--- src/hw/mips_pkg.sv ---
package mips_pkg;

    // program counter value after reset
    localparam logic [31:0] reset_vector = 32'hBFC0_0000;

    // instruction rom depth in words
    localparam int rom_words = 4096;

    // primary opcodes
    localparam logic [5:0] op_special = 6'd0;
    localparam logic [5:0] op_lw      = 6'd35;
    localparam logic [5:0] op_sw      = 6'd43;
    localparam logic [5:0] op_addiu   = 6'd9;

    // funct field of special opcode
    localparam logic [5:0] fn_jr    = 6'd8;
    localparam logic [5:0] fn_multu = 6'd25;
    localparam logic [5:0] fn_mfhi  = 6'd16;
    localparam logic [5:0] fn_mflo  = 6'd18;

    // one instruction word seen through its three formats
    typedef union packed {
        // register format
        struct packed {
            logic [5:0] opcode;
            logic [4:0] rs;
            logic [4:0] rt;
            logic [4:0] rd;
            logic [4:0] shamt;
            logic [5:0] funct;
        } r;
        // immediate format
        struct packed {
            logic [5:0]  opcode;
            logic [4:0]  rs;
            logic [4:0]  rt;
            logic [15:0] imm;
        } i;
        // jump format
        struct packed {
            logic [5:0]  opcode;
            logic [25:0] target;
        } j;
    } instr_t;

endpackage

--- src/hw/hilo_unit.sv ---
`timescale 1ns/1ps

module hilo_unit import mips_pkg::*; (
    input  logic        clk,
    input  logic        arst_n,
    input  logic        mult_en,
    input  logic [31:0] op_a,
    input  logic [31:0] op_b,
    output logic [31:0] hi,
    output logic [31:0] lo
);

    // full width unsigned product
    logic [63:0] product;

    // zero extend both operands, no sign handling
    assign product = {32'h0, op_a} * {32'h0, op_b};

    // hi and lo update at the edge closing the multu cycle
    always_ff @(posedge clk or negedge arst_n) begin
        if (!arst_n) begin
            hi <= 32'h0;
            lo <= 32'h0;
        end else if (mult_en) begin
            hi <= product[63:32];
            lo <= product[31:0];
        end
    end

endmodule

--- config.mk ---
export PLATFORM = sky130hd
export DESIGN_NAME = hilo_unit
export DESIGN_NICKNAME = d
export VERILOG_FILES = /design/src/hw/mips_pkg.sv /design/src/hw/hilo_unit.sv
export SDC_FILE = /design/constraint.sdc
export NUM_CORES = 2
export LEC_CHECK = 0
export BUFFER_PORTS_ARGS = -buffer_cell sky130_fd_sc_hd__buf_4
export CAP_MARGIN = 20
export CORE_MARGIN = 5
export CORE_UTILIZATION = 40
export DETAILED_ROUTE_END_ITERATION = 7
export SYNTH_ARGS = -nofsm -noshare
export SYNTH_HDL_FRONTEND = slang
export SYNTH_SLANG_ARGS = --single-unit
--- constraint.sdc ---
create_clock -name clk -period 1.1 [get_ports clk]
set_clock_uncertainty 0.05 [all_clocks]
set_input_delay 0.055 -clock clk [delete_from_list [all_inputs] [get_ports clk]]
set_output_delay 0.055 -clock clk [all_outputs]
set_load 0.005 [all_outputs]
# Word-level counts from Yosys, hierarchy flattened
# Cells that the tools add are included.
[totals]
inputBits = 67
wordCells = 3
regBits = 64
output_inout_bits = 64
[op_classes]
mul = 1
[ops]
columns = ["op", "count"]
rows = [
  ["32-bit by 32-bit multiplier with 64-bit output", 1],
]

# Logic depth before layout (Yosys ltp)
[logic_depth]
word_depth = 1
mapped_depth = 29
depth_no_buf = 28

# Least setup slack after synthesis
# Ideal clock, no wire load.
[synth_path]
kind = "input -> register"
start = "input op_a[25]"
end = "register hi[19]"
required_time_ps = 925
stages = 26
setup_slack_ps = -5976
t_arrival_ps = 6901
path_buffers = 1
setup_time_ps = 125
path_cell_list = "clkbuf_1 > nand2_1 > fa_1 > inv_1 > fa_1 > inv_1 > fa_1 > inv_1 > fa_1 > fa_1 > fa_1 > fa_1 > inv_1 > fa_1 > inv_1 > ha_1 > and2_1 > and3_1 > nand2_1 > nor2_1 > a2111oi_1 > o31ai_2 > a31oi_1 > o31ai_1 > xor2_1 > mux2_2"
[synth_between]
elab_chain_cells = 1
[synth_rtl]
columns = ["element", "line_no", "text"]
rows = [
  ["start, declared", "hilo_unit.sv:7", "input logic [31:0] op_a,"],
  ["32-bit by 32-bit multiplier with 64-bit output", "hilo_unit.sv:17", "assign product = {32'h0, op_a} * {32'h0, op_b};"],
  ["end signal, assigned", "hilo_unit.sv:25", "hi <= product[63:32];"],
  ["end, declared", "hilo_unit.sv:9", "output logic [31:0] hi,"],
]
# No other way between the ends.
# A chain may end at the register's enable or synchronous reset.

# Worst setup path in the final report
[layout_path]
start = "input op_b[2]"
end = "register hi[27]"
[layout_between]
elab_chain_cells = 1
[layout_rtl]
columns = ["element", "line_no", "text"]
rows = [
  ["start, declared", "hilo_unit.sv:8", "input logic [31:0] op_b,"],
  ["32-bit by 32-bit multiplier with 64-bit output", "hilo_unit.sv:17", ""],
]
# No other way between the ends.

==> impl_metrics.json <==
{
  "dieArea_sq_mm": 0.0954,
  "numCtsBuffers": 9,
  "setup.worst_path.start_class": "input port",
  "max_freq_mhz": 149,
  "dp_hpwl_um": 88100,
  "ios": 131,
  "vias": 26700,
  "violations": "negative setup slack",
  "yosysWarnings": 0,
  "final_antenna_net_count": 0,
  "drt_wl_total_um": 101000,
  "tightest_slew_ns": 0.377,
  "relSlewSlack_pct": 74.9,
  "drive_gt1_share_pct": 25.4,
  "syn_area_sq_mm": 0.0357,
  "cp-end-kind": "flop",
  "status": "complete, but fails checks",
  "slowest_stage": "fa_2",
  "place_area_sq_mm": 0.0418,
  "grt_pass1_wl_um": 165000,
  "core_sq_mm": 0.0885,
  "whs_ns": 0.0878,
  "synth_seq_cells": 64,
  "fill_cells": 8156,
  "synth-main-ff-cell": "dfrtp_1",
  "grt_pass1_vias": 30300,
  "crit_family": "adder cells",
  "fin_area_sq_mm": 0.0449,
  "die_height_um": 309,
  "drt_pass1_iterations": 5,
  "fin_setup_tns_ns": -298.77,
  "first_iter_violations": 1118,
  "path_max_fanout": 6,
  "finalMaxSlewViolations": 0,
  "fin_ws_ns": -5.59,
  "path_buf_inv": 7,
  "nets": 5489,
  "clkTransAtPathRegs_ns": 0.06,
  "globalRouteOverflowTotal": 0,
  "synth.distinct_cells": 70,
  "cpMostUsedCell": "fa_1",
  "rsz0062_at_grt": "true",
  "grt_start_max_net_pins": 38,
  "initial_core_util_pct": 40.4,
  "syn-num-nets": 5060,
  "h-tree-depth": 3,
  "viasPerCell": 4.91,
  "clock-root-buffer": "clkbuf_16",
  "wire_per_inst_um": 18.6,
  "antenna_found_initial": 5,
  "fin_util_pct": 50.7,
  "clkLatencyLatePin_ns": 0.34,
  "portBuffers": 130,
  "gp_congestion": 0.882,
  "area_delta_synth_final_pct": 25.5,
  "fp.dieW_um": 309,
  "clkSinkCount": 64,
  "critPathMaxStageDelay_ns": 0.55,
  "finalSetupViolations": 62,
  "required_ns": 1.27,
  "min_path_type": "input port to async pin",
  "critPathKind": "input port to flop",
  "netlist_instances": 3834,
  "drc": 0,
  "cts_buffer_depth": 2,
  "final_hold_viol_count": 0,
  "drv_cap": 0,
  "async_reset_ff_share_pct": 100,
  "rows": 109,
  "finalCriticalPeriod_ns": 6.69,
  "cts_tree": "yes",
  "worstPathArrival_ns": 6.86,
  "grtUsageTotal_pct": 22.0,
  "synth_edf_count": 0,
  "avgSynthCellArea_sq_um": 9.32,
  "finalCritPeriodShare_pct": 608,
  "ys_seq_area_share_pct": 4.48
}
[cell type report]
class	instances	area (sq um)	share of cell area [%]
multi-input cells	2689	32300	72.0
repair buffers	636	5930	13.2
inverters	863	3240	7.22
flip-flops and latches	64	1600	3.57
well taps	1165	1460	3.25
clock buffers	10	239	0.533
clock inverters	6	66.3	0.148
diodes	6	15.0	0.0335
[placed cells by master (no fill, tap or decap), types with 10 or more instances in the layout]
cell type  count
nand3_1       11
clkbuf_16     10
nand2_2       13
buf_8         20
xnor2_1       22
nand2_1      477
a21oi_1       35
nor2_1        28
inv_1        824
a21oi_4       16
and2_4        67
xnor2_2       12
dfrtp_1       64
mux2_2        26
o21ai_2       12
ha_4          65
fa_2          44
buf_6        103
ha_1         197
a21oi_2       23
inv_2         39
mux2_4        28
fa_1         852
xor2_1        13
and2_1       535
buf_4        467
buf_12        40
a21o_1        31
nand4_1       14
[Yosys cell counts, types with 4 or more instances]
| master | count | area (sq um) |
|---|---|---|
| fa_1 | 896 | 17900 |
| inv_1 | 863 | 3240 |
| and2_1 | 601 | 3760 |
| nand2_1 | 493 | 1850 |
| ha_1 | 263 | 3290 |
| clkbuf_1 | 206 | 773 |
| a21oi_1 | 72 | 360 |
| dfrtp_1 | 64 | 1600 |
| mux2_2 | 54 | 608 |
| xnor2_1 | 37 | 324 |
| nor2_1 | 35 | 131 |
| o21ai_0 | 34 | 170 |
| a21o_1 | 31 | 233 |
| xor2_1 | 22 | 193 |
| nand4_1 | 14 | 87.6 |
| nand3_1 | 12 | 60.1 |
| o21a_1 | 10 | 75.1 |
| nor2b_1 | 9 | 56.3 |
| o21bai_1 | 9 | 67.6 |
| a31oi_1 | 8 | 50.1 |
| and3_1 | 7 | 43.8 |
| nor3_1 | 7 | 35.0 |
| a211oi_1 | 4 | 30.0 |
| a21boi_0 | 4 | 30.0 |
| and4_1 | 4 | 35.0 |
[kinds of logic after synthesis]
kind of cell	share of synthesized area (%)
compound gates	4.11
simple gates	17.3
mux	1.70
buf+inv	11.5
flops	4.48
fa+ha+maj	59.4
xor+xnor	1.45
[stage by stage]
stage | worst slack [ns] | cells
6_report | -5.59 | 5439
5_1_grt | -5.78 | 5438
4_1_cts | -5.63 | 5418
3_5_place_dp | -6.12 | 5360
3_3_place_gp | -6.07 | 5360
2_1_floorplan | -5.57 | 3834
[worst paths after layout]
| path | start | end | slack [ns] | cells past startpoint |
|---|---|---|---|---|
| worst min-delay path | arst_n | lo[12] | 0.09 | 2 |
| worst min register to register | lo[7] | lo[7] | 0.45 | 1 |
| worst max register to register | hi[26] | hi[26] | 0.19 | 2 |
| min in group clk | mult_en | hi[1] | 0.16 | 3 |
| worst max-delay path | op_b[2] | hi[27] | -5.59 | 25 |
| max in group asynchronous | arst_n | hi[1] | 0.46 | 3 |
[state kept, by name, indices dropped and copies added, names as in the netlist]
signal and flops:
lo 32, hi 32
[what timing repair did]
action,in CTS,in global routing
pin swaps,147,112
gates resized for setup,295,208
cloned,4,2
hold buffers,1,0
endpoints found under the setup margin,63,62
setup buffers,41,25
endpoints found under the hold margin,64,0
[per-layer routing]
layer	track usage (%)	up-vias	part of all wire, %
met5	0	-	0
met4	6.98	0	3.8
met3	1.93	167	3.2
met2	41.5	535	54
met1	26.7	14000	39
li1	-	12000	-
Power is left out: the tool's default activity adds up to more than one toggle a clock period on the data nets, which glitch-free logic cannot reach.
