`src/hw/mips_pkg.sv`:
```
package mips_pkg;

    // program counter value after reset
    localparam logic [31:0] reset_vector = 32'hBFC0_0000;

    // instruction rom depth in words
    localparam int rom_words = 4096;

    // primary opcodes
    localparam logic [5:0] op_special = 6'd0;
    localparam logic [5:0] op_lw      = 6'd35;
    localparam logic [5:0] op_sw      = 6'd43;
    localparam logic [5:0] op_addiu   = 6'd9;

    // funct field of special opcode
    localparam logic [5:0] fn_jr    = 6'd8;
    localparam logic [5:0] fn_multu = 6'd25;
    localparam logic [5:0] fn_mfhi  = 6'd16;
    localparam logic [5:0] fn_mflo  = 6'd18;

    // one instruction word seen through its three formats
    typedef union packed {
        // register format
        struct packed {
            logic [5:0] opcode;
            logic [4:0] rs;
            logic [4:0] rt;
            logic [4:0] rd;
            logic [4:0] shamt;
            logic [5:0] funct;
        } r;
        // immediate format
        struct packed {
            logic [5:0]  opcode;
            logic [4:0]  rs;
            logic [4:0]  rt;
            logic [15:0] imm;
        } i;
        // jump format
        struct packed {
            logic [5:0]  opcode;
            logic [25:0] target;
        } j;
    } instr_t;

endpackage

```
`src/hw/reg_file.sv`:
```
`timescale 1ns/1ps

module reg_file import mips_pkg::*; (
    input  logic        clk,
    input  logic        arst_n,
    input  logic [4:0]  rs_addr,
    input  logic [4:0]  rt_addr,
    output logic [31:0] rs_data,
    output logic [31:0] rt_data,
    input  logic        wr_en,
    input  logic [4:0]  wr_addr,
    input  logic [31:0] wr_data
);

    logic [31:0] regs [0:31];

    // two asynchronous read ports
    assign rs_data = regs[rs_addr];
    assign rt_data = regs[rt_addr];

    // single write port, r0 never written so it stays zero
    always_ff @(posedge clk or negedge arst_n) begin
        if (!arst_n) begin
            for (int k = 0; k < 32; k++) begin
                regs[k] <= 32'h0;
            end
        end else if (wr_en && (wr_addr != 5'd0)) begin
            regs[wr_addr] <= wr_data;
        end
    end

endmodule

```
`config.mk`:
```
export PLATFORM = sky130hd
export DESIGN_NAME = reg_file
export DESIGN_NICKNAME = d
export VERILOG_FILES = /design/src/hw/mips_pkg.sv /design/src/hw/reg_file.sv
export SDC_FILE = /design/constraint.sdc
export NUM_CORES = 2
export LEC_CHECK = 0
export BUFFER_PORTS_ARGS = -buffer_cell sky130_fd_sc_hd__clkbuf_2
export CAP_MARGIN = 10
export CORE_UTILIZATION = 28
export CTS_BUF_LIST = sky130_fd_sc_hd__clkbuf_4 sky130_fd_sc_hd__clkbuf_8 sky130_fd_sc_hd__clkbuf_16
export DETAILED_ROUTE_END_ITERATION = 10
export HOLD_SLACK_MARGIN = 0.06
export MAX_ROUTING_LAYER = met4
export PLACE_DENSITY = 0.47
export REMOVE_ABC_BUFFERS = 1
export SETUP_SLACK_MARGIN = 0.4
export SKIP_LAST_GASP = 1
export SYNTH_ARGS = -nofsm -noshare
export SYNTH_HDL_FRONTEND = slang
export SYNTH_SLANG_ARGS = --single-unit
```
`constraint.sdc`:
```
create_clock -name clk -period 1.9 [get_ports clk]
set_input_delay 0.19 -clock clk [delete_from_list [all_inputs] [get_ports clk]]
set_output_delay 0.19 -clock clk [all_outputs]
set_load 0.05 [all_outputs]
```
* Yosys cells after proc, flatten, opt, wreduce, memory -nomap -nowiden
Index checks and enable logic that the tools add are counted.
** Storage, ports and cells
- Bits in registers :: 1024
- Input bits :: 50
- Output and inout bits :: 64
- Logic and storage cells :: 51
** Cells by class
- Order comparisons :: 4
- Multiplexer cells :: 9
- Bitwise operators :: 3
- Reductions and logical operators :: 3
** Operators with widths (number)
- 1024-bit bitwise mux :: 1
- 32-bit binary-select mux with 5-bit select :: 2
- 32-bit demux with 5-bit select :: 1
- 32-bit two-way mux :: 5
- 6-bit greater-or-equal comparator (second input constant) :: 3
- 5-bit NOT with 6-bit output :: 3
- 6-bit by 1-bit < comparator with 1-bit output (second input constant) :: 1
- 5-bit nonzero test :: 1
- 1-bit logical AND :: 2

* Longest topological paths before layout
- Depth after elaboration :: 6
- Depth in mapped cells :: 8
- Depth with buffers taken out :: 5

* Least setup slack after synthesis
No wires, ideal clock.
- Path kind :: in2out
- Start point :: in rs_addr[1]
- End point :: out rs_data[23]
- Arrival :: 1.709 ns
- Data required time :: 1.710 ns
- Slack :: 0.001 ns
- Cell stages on the path :: 7
- Path buffers :: 3
- Path through :: buf_2 > buf_2 > buf_2 > mux2i_1 > a22oi_1 > a31oi_1 > nand3_1
** Between the ends
- Cells in the longest elaborated chain, start to end :: 4
** RTL lines
- from (decl) :: line reg_file.sv:6 : input logic [4:0] rs_addr,
- 5-bit NOT with 6-bit output (implied by the code) :: line reg_file.sv:18 : assign rs_data = regs[rs_addr];
- 32-bit binary-select mux with 5-bit select :: line reg_file.sv:18
- 32-bit two-way mux (implied by the code) (2 in a row) :: line reg_file.sv:18
- to (decl) :: line reg_file.sv:8 : output logic [31:0] rs_data,
No other way between the ends. The select of a mux whose other input is x is not followed.

* Worst setup path after layout
- Start point :: reg regs[975] (netlist bit)
- End point :: out rs_data[15]
** Between the ends
- Cells in the longest elaborated chain, start to end :: 3
** RTL lines
- from (decl) :: line reg_file.sv:15 : logic [31:0] regs [0:31];
- from (signal, indexed assignment) :: line reg_file.sv:28 : regs[wr_addr] <= wr_data;
- 32-bit binary-select mux with 5-bit select :: line reg_file.sv:18
- 32-bit two-way mux (implied by the code) (2 in a row) :: line reg_file.sv:18
No other way between the ends. The select of a mux whose other input is x is not followed.

==> results_dict.tcl <==
set metrics [dict create \
    synth_edf_count 0 \
    cts_tree "yes" \
    fin_cells 7626 \
    r2r_start "regs[774]$_DFFE_PN0P_" \
    synthTopCellsByArea "dfrtp_1, mux2_2, mux2i_1" \
    path_class "register to output port" \
    grt_first_pass_wirelength_mm 293.2 \
    synth-main-ff-cell "dfrtp_1" \
    numCtsBuffers 130 \
    drt_iter0_markers 2469 \
    violations "setup timing" \
    fp.coreArea_mm2 0.1972 \
    regMostFlops "regs" \
    critPathRequiredTime_ps 1710 \
    yosysUniqueCellTypes 27 \
    area_delta_synth_final_pct 25.88 \
    path_delay_family "buffers and inverters" \
    synthArstFlopShare_pct 100.0 \
    drt-total-wl_mm 198.1 \
    placed_cell_area_mm2 0.06385 \
    dpl.hpwl_mm 130.2 \
    finalSetupTns_ps -29250 \
    placementRows 163 \
    synth_area_leader_cell "dfrtp_1" \
    h-tree-depth 4 \
    setup_ws_ps -622.6 \
    worst-path-max-fanout 3 \
    crit_path_end_kind "output port" \
    largest_register_ffs 1024 \
    globalplace.congestion 0.8160 \
    drt-pass1-iter-count 5 \
    clock_latency_ps 780 \
    maxSlewViolCount 0 \
    multiInputGateArea_mm2 0.02904 \
    finalInstanceArea_mm2 0.06987 \
    finalCriticalPeriod_ps 2523 \
    via_per_inst 5.188 \
    max_freq_mhz 396.4 \
    dieArea_mm2 0.2000 \
    rr_worst_depth 2 \
    setup_violations 64 \
    fin_nets 4936 \
    synth_area_mm2 0.05551 \
    timing.rr.end "regs[774]$_DFFE_PN0P_" \
    first_global_vias 41637 \
    wl_per_cell_um 25.98 \
    hold_viol_final 0 \
    clock-sinks 1024 \
    drive_gt1_share_pct 40.66 \
    dieHeight_um 447.2 \
    crit_arrival_ps 2330 \
    fillers 19481 \
    netlist.area_leader.share_pct 46.17 \
    critical_path.most_common_cell "buf_12" \
    overflow 0 \
    ys_ff_latch 1024 \
    cellPowerDensity_mw_per_mm2 990.2 \
    cts_buffer_depth 3 \
    register_area_mm2 0.02562 \
    fin_crit_sh_pct 132.8 \
    maxCapViolCount 0 \
    clk_pin_slew_ps 60 \
    vdd_drop_max_uv 640.7 \
    ff2ff_setup_slack_ps 1010 \
    rsz0062_at_grt "true" \
    portBuffers 113 \
    fp.dieW_um 447.2 \
    yosysWarnings 0 \
    route.detailed.drc 0 \
    start_util_pct 28.14 \
    slowest_stage "dfrtp_1" \
    path_cells "mux2i_1, a22o_1, nor3_2, buf_4, a31oi_4, nand3_4, buf_12, buf_12" \
    root_buffer "clkbuf_16" \
    grt_max_degree 96 \
    hp-class "input pin to async pin" \
    status "finished, violations left" \
    top_regs "regs (1024)" \
    worst_slew_pin_slew_ps 817.4 \
    fin_skew_ps 0 \
    track_usage_pct 20.36 \
    io_pins 114 \
    placed_cells 7383 \
    relSlewSlack_pct 45.39 \
    vias 39563 \
    crit_buf_inv 3 \
    synthesis.instances 4606 \
    yosysSeqAreaShare_pct 46.17 \
    final_antenna_net_count 0 \
    crit_path_max_incr_delay_ps 390 \
    syn_area_per_cell_um2 12.05 \
    cp-start-kind "register" \
    cp-startpoint "regs[975]$_DFFE_PN0P_" \
    antenna_found_initial 4 \
    power_leakage_nw 32.52 \
]
[cells in the final DEF (no fill, tap or decap), types with 3 or more instances in the layout]
cell / n
diode_2: 3
nor3_2: 36
nor2b_4: 4
nor3_1: 27
buf_4: 319
inv_6: 5
a21oi_1: 192
buf_8: 32
nand2_2: 13
nand3_2: 33
nand3_4: 21
a31oi_4: 24
a31oi_1: 21
dfrtp_1: 1024
mux2_2: 991
nand3_1: 139
buf_12: 207
nand3b_1: 5
bufinv_16: 6
nor3b_1: 3
clkinv_8: 5
clkinv_2: 22
nand2b_2: 4
a22oi_1: 192
mux2i_1: 1024
clkbuf_4: 30
clkbuf_16: 136
a31oi_2: 19
buf_6: 8
nand2_1: 194
clkinvlp_4: 4
clkbuf_2: 46
a22o_1: 128
nor2_4: 15
nand2_4: 4
clkbuf_8: 30
[Yosys cell counts (all sizes together), types with 3 or more instances]
cell type and instances:
dfrtp 1024, mux2i 1024, mux2 992, buf 251, clkbuf 226, nand2 211
nand3 193, a21oi 192, a22oi 192, a22o 128, nor3 65, a31oi 64
nor2 16, nand2b 5, nand3b 5, nor3b 5, nor2b 4, and2 3
[how the worst max path moves through the flow]
stage | endpoint | slack [ps] | cells past startpoint
3_3_place_gp | rs_data[22] | -630 | 10
3_5_place_dp | rs_data[22] | -660 | 10
4_1_cts | rs_data[15] | -700 | 8
2_1_floorplan | rs_data[0] | -3710 | 4
5_1_grt | rs_data[15] | -740 | 8
6_report | rs_data[15] | -620 | 8
[layer usage]
metal / share of wire (%) / global-route usage (%)
met1: 45 / 25.99
met2: 49 / 33.52
met3: 3.8 / 2.871
met4: 2.7 / 5.697
met5: 0 / -
[stage by stage]
| step | util, % | power [mW] | hold WS [ps] | setup WS, ps |
|---|---|---|---|---|
| 2_1_floorplan | - | 37.61 | -105.6 | -3713 |
| 3_3_place_gp | 32.38 | 43.25 | 99.82 | -634.6 |
| 3_5_place_dp | 32.38 | 43.58 | 98.70 | -657.3 |
| 4_1_cts | 35.27 | 69.87 | 71.23 | -700.2 |
| 5_1_grt | 35.43 | 72.65 | 104.8 | -738.4 |
| 6_report | 35.43 | 69.19 | 121.2 | -622.6 |
[layout make-up]
class                      count  share of cell area (%)
clock inverter                44                  0.6787
tap                         2640                   4.727
sequential                  1024                   36.67
multi-input combinational   3105                   41.56
antenna                        3                 0.01074
clock buffer                 185                   5.553
timing repair buffer         625                   10.80
[repair_timing]
item,4_1_cts,5_1_grt
cloned,1,0
endpoints found under the setup margin,64,81
gates resized for setup,238,61
hold endpoints to repair,1024,17
pin swaps,84,95
hold buffers,2,1
buffers inserted,1,7
[report_power, final]
group | switching (mW) | internal, mW
Clock | 10.2 | 15.1
Combinational | 7.03 | 7.79
Sequential | 3.15 | 26.0
Total | 20.4 | 48.8
[cells by family after synthesis]
logic type	count (synthesis)	synth area share, %
AO/OA/AOI/OAI	576	7.069
flip-flops	1024	46.17
AND/OR/NAND/NOR	513	4.227
multiplexers	2016	38.59
buffers and inverters	477	3.947
[tightest hold or removal path, cell delays in order]
cell	delay, ps
dlygate4sd3_1	570
buf_8	240
buf_12	220
(Power assumes the default switching activity.)
