`config.mk`:
```
export PLATFORM = sky130hd
export DESIGN_NAME = mips_core
export DESIGN_NICKNAME = d
export VERILOG_FILES = /design/src/hw/mips_pkg.sv /design/src/hw/mips_core.sv
export SDC_FILE = /design/constraint.sdc
export NUM_CORES = 1
export LEC_CHECK = 0
export ABC_AREA = 0
export BUFFER_PORTS_ARGS = -buffer_cell sky130_fd_sc_hd__buf_2
export CELL_PAD_IN_SITES_DETAIL_PLACEMENT = 1
export CELL_PAD_IN_SITES_GLOBAL_PLACEMENT = 2
export CORE_MARGIN = 2
export CORE_UTILIZATION = 25
export CTS_BUF_LIST = sky130_fd_sc_hd__clkbuf_8 sky130_fd_sc_hd__clkbuf_16
export DETAILED_ROUTE_END_ITERATION = 7
export PLACE_DENSITY_LB_ADDON = 0.12
export SLEW_MARGIN = 20
export SYNTH_ARGS = -nofsm -noshare
export SYNTH_HDL_FRONTEND = slang
export SYNTH_SLANG_ARGS = --single-unit
```
`constraint.sdc`:
```
create_clock -name clk -period 4.15 [get_ports clk]
set_clock_uncertainty 0.05 [all_clocks]
set_input_delay 0.2075 -clock clk [delete_from_list [all_inputs] [get_ports clk]]
set_output_delay 0.2075 -clock clk [all_outputs]
set_load 0.005 [all_outputs]
```
`src/hw/mips_pkg.sv`:
```
package mips_pkg;

    // program counter value after reset
    localparam logic [31:0] reset_vector = 32'hBFC0_0000;

    // instruction rom depth in words
    localparam int rom_words = 4096;

    // primary opcodes
    localparam logic [5:0] op_special = 6'd0;
    localparam logic [5:0] op_lw      = 6'd35;
    localparam logic [5:0] op_sw      = 6'd43;
    localparam logic [5:0] op_addiu   = 6'd9;

    // funct field of special opcode
    localparam logic [5:0] fn_jr    = 6'd8;
    localparam logic [5:0] fn_multu = 6'd25;
    localparam logic [5:0] fn_mfhi  = 6'd16;
    localparam logic [5:0] fn_mflo  = 6'd18;

    // one instruction word seen through its three formats
    typedef union packed {
        // register format
        struct packed {
            logic [5:0] opcode;
            logic [4:0] rs;
            logic [4:0] rt;
            logic [4:0] rd;
            logic [4:0] shamt;
            logic [5:0] funct;
        } r;
        // immediate format
        struct packed {
            logic [5:0]  opcode;
            logic [4:0]  rs;
            logic [4:0]  rt;
            logic [15:0] imm;
        } i;
        // jump format
        struct packed {
            logic [5:0]  opcode;
            logic [25:0] target;
        } j;
    } instr_t;

endpackage

```
`src/hw/mips_core.sv`:
```
`timescale 1ns/1ps

module mips_core import mips_pkg::*; (
    input  logic        clk,
    input  logic        arst_n,

    // instruction fetch
    output logic [31:0] instr_address,
    input  logic [31:0] instr_readdata,

    // register file
    output logic [4:0]  rs_addr,
    output logic [4:0]  rt_addr,
    input  logic [31:0] rs_data,
    input  logic [31:0] rt_data,
    output logic        wr_en,
    output logic [4:0]  wr_addr,
    output logic [31:0] wr_data,

    // multiplier
    output logic        mult_en,
    output logic [31:0] op_a,
    output logic [31:0] op_b,
    input  logic [31:0] hi,
    input  logic [31:0] lo,

    // data memory
    output logic [31:0] data_address,
    output logic        data_write,
    output logic        data_read,
    output logic [31:0] data_writedata,
    input  logic [31:0] data_readdata,

    output logic        active
);

    // fetch state
    logic [31:0] pc;
    logic [31:0] next_pc;
    logic        halted;

    // decoded word
    instr_t      instr;
    logic        is_special;
    logic        is_jr;
    logic        is_multu;
    logic        is_mfhi;
    logic        is_mflo;
    logic        is_lw;
    logic        is_sw;
    logic        is_addiu;

    // address and adder result
    logic [31:0] sext_imm;
    logic [31:0] addr_sum;

    assign instr_address = pc;
    assign instr         = instr_readdata;

    // low in reset, then high from the first cycle until pc hits zero
    assign active = arst_n & ~halted;

    assign is_special = (instr.r.opcode == op_special);
    assign is_jr      = is_special && (instr.r.funct == fn_jr);
    assign is_multu   = is_special && (instr.r.funct == fn_multu);
    assign is_mfhi    = is_special && (instr.r.funct == fn_mfhi);
    assign is_mflo    = is_special && (instr.r.funct == fn_mflo);
    assign is_lw      = (instr.i.opcode == op_lw);
    assign is_sw      = (instr.i.opcode == op_sw);
    assign is_addiu   = (instr.i.opcode == op_addiu);

    // both formats share rs and rt positions
    assign rs_addr = instr.i.rs;
    assign rt_addr = instr.i.rt;

    // base plus signed offset, shared by lw, sw and addiu
    assign sext_imm = {{16{instr.i.imm[15]}}, instr.i.imm};
    assign addr_sum = rs_data + sext_imm;

    // data bus, strobes only while running
    assign data_address   = addr_sum;
    assign data_writedata = rt_data;
    assign data_read      = active & is_lw;
    assign data_write     = active & is_sw;

    // multiply operands straight from the read ports
    assign op_a    = rs_data;
    assign op_b    = rt_data;
    assign mult_en = active & is_multu;

    // write-back: i-type to rt, mfhi/mflo to rd
    assign wr_en   = active & (is_lw | is_addiu | is_mfhi | is_mflo);
    assign wr_addr = (is_mfhi | is_mflo) ? instr.r.rd : instr.i.rt;

    always_comb begin
        if (is_lw) begin
            wr_data = data_readdata;
        end else if (is_mfhi) begin
            wr_data = hi;
        end else if (is_mflo) begin
            wr_data = lo;
        end else begin
            // addiu
            wr_data = addr_sum;
        end
    end

    // pc pair gives the jr delay slot, target lands one instruction late
    always_ff @(posedge clk or negedge arst_n) begin
        if (!arst_n) begin
            pc      <= reset_vector;
            next_pc <= reset_vector + 32'd4;
            halted  <= 1'b0;
        end else begin
            if (active) begin
                pc <= next_pc;
                if (is_jr) begin
                    next_pc <= rs_data;
                end else begin
                    next_pc <= next_pc + 32'd4;
                end
                // pc about to become zero, freeze everything
                if (next_pc == 32'h0) begin
                    halted <= 1'b1;
                end
            end
        end
    end

endmodule

```
# Word-level counts from Yosys, hierarchy flattened

Index checks and enable logic that the tools add are counted.

Add/sub/neg operators: 2
$mul: 0
Divide/modulo/power cells: 0
Order comparisons: 0
Equality and inequality tests: 7
Shifts and indexed selects: 0
Multiplexer cells: 5
Bitwise gates (word level): 10
Reduce and logical (&&, ||, !) cells: 7

Operators with widths:

| cell                  | count |
|---|---|
| $mux 32               | 4 |
| $add 32x3->32 const B | 1 |
| $add 32x32->32        | 1 |
| $logic_not 32->1      | 1 |
| $eq 6x5->1 const B    | 3 |
| $eq 6x4->1 const B    | 2 |
| $eq 6x6->1 const B    | 2 |
| $logic_not 6->1       | 1 |
| $and 1x1->1           | 5 |
| $mux 5                | 1 |
| $logic_and 1x1->1     | 4 |
| $or 1x1->1            | 4 |
| $reduce_and 2->1      | 1 |
| $not 1->1             | 1 |

Bits in registers: 65
Bits in latches: 0
RAM bits: 0
Bits in read-only memories: 0
Input port bits: 194
Output and inout bits: 212
Memories kept: 0

# Logic depth before layout (Yosys ltp)

Depth after elaboration: 5
Gate-level depth with buffers: 9
Gate-level depth less buffers: 9

# Worst setup path after synthesis

Ideal clock, no wire load.

Path type: in2out
Start point: in instr_readdata[0]
End point: out wr_data[28]
Arrival: 2,388 ps
Data required time: 3,893 ps
Slack: 1,504 ps
Stages on the path: 9
Buffers on the path: 0
Cells stage by stage: ha_1 -> fa_1 -> a21o_1 -> a31o_2 -> and4_1 -> nor3_1 -> o21ai_0 -> xnor2_1 -> a221o_1

Elaborated cells on any way between the ends: 8
Those cells by class: add/sub (1); eq/ne (2); mux (3); reduce/logical (2)

RTL lines:

| element              | line             | RTL |
|---|---|---|
| start: declaration   | mips_core.sv:9   | `input logic [31:0] instr_readdata,` |
| $add 32x32->32       | mips_core.sv:78  | `assign addr_sum = rs_data + sext_imm;` |
| via data_address[28] | mips_core.sv:28  | `output logic [31:0] data_address,` |
| $mux 32              | mips_core.sv:100 | `end else if (is_mflo) begin` |
| $mux 32              | mips_core.sv:98  | `end else if (is_mfhi) begin` |
| $mux 32              | mips_core.sv:96  | `if (is_lw) begin` |
| end: declaration     | mips_core.sv:18  | `output logic [31:0] wr_data,` |

The timed path passes the listed nets, and every way through them passes these cells.

# Worst setup path after layout

Start point: in instr_readdata[15]
End point: out wr_data[28]

Longest elaborated chain between the ends: 4

RTL lines:

| element        | line |
|---|---|
| $add 32x32->32 | mips_core.sv:78 |
| $mux 32        | mips_core.sv:100 |
| $mux 32        | mips_core.sv:98 |
| $mux 32        | mips_core.sv:96 |

No other way between the ends.

==> impl_metrics.env <==
export IMPL_status="complete, no violations"
export IMPL_syn_area_per_cell_um2=7.31
export IMPL_hold_viol_final=0
export IMPL_final_setup_tns_ns=0
export IMPL_wl_um=29000
export IMPL_grt_pass1_wl_um=45600
export IMPL_die_w_um=172
export IMPL_drive_above_1_share=0.321
export IMPL_post_route_period_util=0.742
export IMPL_worst_pin_slew_ns=0.954
export IMPL_finalSetupViolCount=0
export IMPL_p_leak_uw=0.00408
export IMPL_vias_per_cell=4.96
export IMPL_synth_cell_area_um2=7020
export IMPL_clock_root_buffer="clkbuf_16"
export IMPL_grt_max_degree=59
export IMPL_grt_use_total=0.201
export IMPL_area_growth_syn_to_layout_pct=19.7
export IMPL_yosys_area_share_simple=0.235
export IMPL_ctsResizeCount=0
export IMPL_drv_cap=0
export IMPL_grt_ovfl_total=0
export IMPL_peakVddDrop_mv=0.169
export IMPL_routedWlPerCell_um=19.2
export IMPL_slew_viol_final=0
export IMPL_clkLatencyLatePin_ns=0.34
export IMPL_start_util=0.254
export IMPL_synth_compound_area_frac=0.229
export IMPL_max_clock_path_buffers=2
export IMPL_synth_cells=961
export IMPL_cts_sinks=65
export IMPL_grt_pass1_vias=7799
export IMPL_synth_seq_cells=65
export IMPL_cp_data_arrival_time_ns=2.82
export IMPL_post_cts_setup_buffer_count=0
export IMPL_synthMuxAreaShare=0.0517
export IMPL_synthXorXnorAreaFrac=0.0362
export IMPL_max_slew_margin=0.358
export IMPL_yosysWarnings=0
export IMPL_antenna_found_initial=2
export IMPL_synth_edf_count=0
export IMPL_die_y_um=172
export IMPL_first_pass_iters=4
export IMPL_numPortBuffers=299
export IMPL_pre_cts_slack_ns=1.04
export IMPL_synthAdderAreaFrac=0.0616
export IMPL_ioPinCount=406
export IMPL_cp_max_fo=18
export IMPL_syn_num_nets=1189
export IMPL_holdBufCountCts=1
export IMPL_clk_pin_slew_ns=0.06
export IMPL_fmax_mhz=325
export IMPL_coreArea_um2=27700
export IMPL_drtIter0Drc=317
export IMPL_seq_area_frac_synth=0.235
export IMPL_htreeDepth=3
export IMPL_dieArea_um2=29500
export IMPL_crit_type="primary input to output pin"
export IMPL_post_route_min_period_ns=3.08
export IMPL_detail_route_antenna_nets=0
export IMPL_hpwl_um=23000
export IMPL_rows=61
export IMPL_synth_top_family_by_area="simple AND/OR/NAND/NOR gates"
export IMPL_worstPathRequired_ns=3.89
export IMPL_pwr_density_cell_nw_per_um2=314
export IMPL_synth_cell_types=68
export IMPL_min_path_type="primary input to register"
export IMPL_tritoncts="built"
export IMPL_rsz0062_at_grt="false"
export IMPL_r2r_slack_ns=1.54
export IMPL_route_detailed_drc=0
export IMPL_gp_congestion=0.823
export IMPL_layout_nets=1354
export IMPL_dr_total_vias=7497
export IMPL_nFillCells=3517
export IMPL_multi_input_area_um2=4320
export IMPL_startpoint_type="primary input"
export IMPL_layout_setup_ws_ns=1.07
export IMPL_end_kind="output pin"
export IMPL_seqCellArea_um2=1650
export IMPL_async_flop_share=1.00
export IMPL_synth_flop_cell="dfrtp_1"
export IMPL_numCtsBuffers=9
-- cell usage in the layout, fill, tap and decap left out, drive strengths merged, types with 10 or more instances in the layout --
cell type  synthesis  layout
xnor2             16      16
nor3              16      16
dfstp             19      19
mux2i             34      34
nor4              10      10
buf              114     313
nand2            170     170
a21oi            103     103
a21o              11      11
xor2              13      13
o21ai             63      63
clkbuf            46      12
ha                33      33
nor2              78      78
dfrtp             46      46
nand3             32      32
a221o             13      13
inv               13      15
and3              10      10
o22ai             14      14
nand4             17      17
-- final timing paths --
kind,depth (start not counted),from,endpoint
setup / recovery,11,instr_readdata[15],wr_data[28]
hold / removal,2,rs_data[0],next_pc[0]$_DFFE_PN0P_
setup reg to reg,7,next_pc[2]$_DFFE_PN1P_,next_pc[28]$_DFFE_PN1P_
hold reg to reg,2,instr_address[25]$_DFFE_PN1P_,instr_address[25]$_DFFE_PN1P_
max in group asynchronous,3,arst_n,instr_address[20]$_DFFE_PN0P_
min in group asynchronous,2,arst_n,instr_address[28]$_DFFE_PN1P_
-- cells by family after synthesis --
group	Yosys count
AND/OR/NAND/NOR	366
AO/OA/AOI/OAI	257
XOR/XNOR	29
multiplexers	36
buffers and inverters	174
adder cells (fa/ha/maj)	34
flip-flops	65
-- state kept, by name (all words and copies together), names as in the netlist --
register,cells
halted,1
instr_address,32
next_pc,32
-- critical path: stages --
cell and delay, ns:
buf_2 0.33, ha_1 0.39, a21oi_1 0.41, o211ai_1 0.22
a21o_1 0.22, nor3_1 0.19, buf_4 0.17, o21ai_0 0.09
xnor2_1 0.16, a221o_1 0.32, buf_2 0.13
-- cell usage after synthesis (all sizes together) (6+ instances only) --
library cell / instances / area (µm²)
dfrtp: 46 / 1150
xor2: 13 / 114
dfstp: 19 / 499
xnor2: 16 / 140
a31oi: 7 / 58.8
ha: 33 / 413
o22ai: 14 / 87.6
clkbuf: 46 / 173
nand3: 32 / 160
mux2i: 34 / 340
nor3: 16 / 80.1
o21ai: 63 / 315
a21oi: 103 / 515
a21o: 11 / 82.6
a211oi: 6 / 55.1
buf: 114 / 841
and4: 7 / 61.3
inv: 13 / 48.8
and3: 10 / 62.6
nand4: 17 / 106
nor2: 78 / 295
a221o: 13 / 130
nand2: 170 / 638
nor4: 10 / 62.6
-- area by class of cell --
cell class | count | share of cell area
Antenna cell | 2 | 0.000595
Clock buffer | 12 | 0.0330
Clock inverter | 4 | 0.00208
Inverter | 14 | 0.00625
Multi-Input combinational cell | 722 | 0.514
Sequential cell | 65 | 0.196
Tap cell | 378 | 0.0562
Timing Repair Buffer | 314 | 0.192
-- stage by stage --
stage                     utilization  instance area [µm²]  total power [µW]  hold slack [ns]  instances
after floorplan                     -                 7020              1470           -0.138        961
after global placement          0.292                 8100              1920            0.357       1492
after detailed placement        0.292                 8100              1920            0.355       1492
after CTS                       0.303                 8400              2700            0.126       1509
after global routing            0.303                 8410              2850            0.129       1510
final                           0.304                 8410              2640            0.134       1511
-- where the power goes --
group / total [µW] / leakage, µW / switching (µW) / internal (µW)
Combinational: 1030 / 0.00315 / 578 / 454
Sequential: 850 / 0.000774 / 113 / 737
Clock: 754 / 0.000156 / 287 / 467
Total: 2640 / 0.00408 / 978 / 1660
-- per-layer routing --
metal | share of wire | up-vias | global-route usage
met5 | 0.00045 | - | 0
met4 | 0.0045 | 2 | 0.0247
met3 | 0.056 | 22 | 0.0426
met2 | 0.48 | 205 | 0.348
met1 | 0.46 | 3626 | 0.263
li1 | - | 3642 | -
Power figures use the tool's default switching activity.
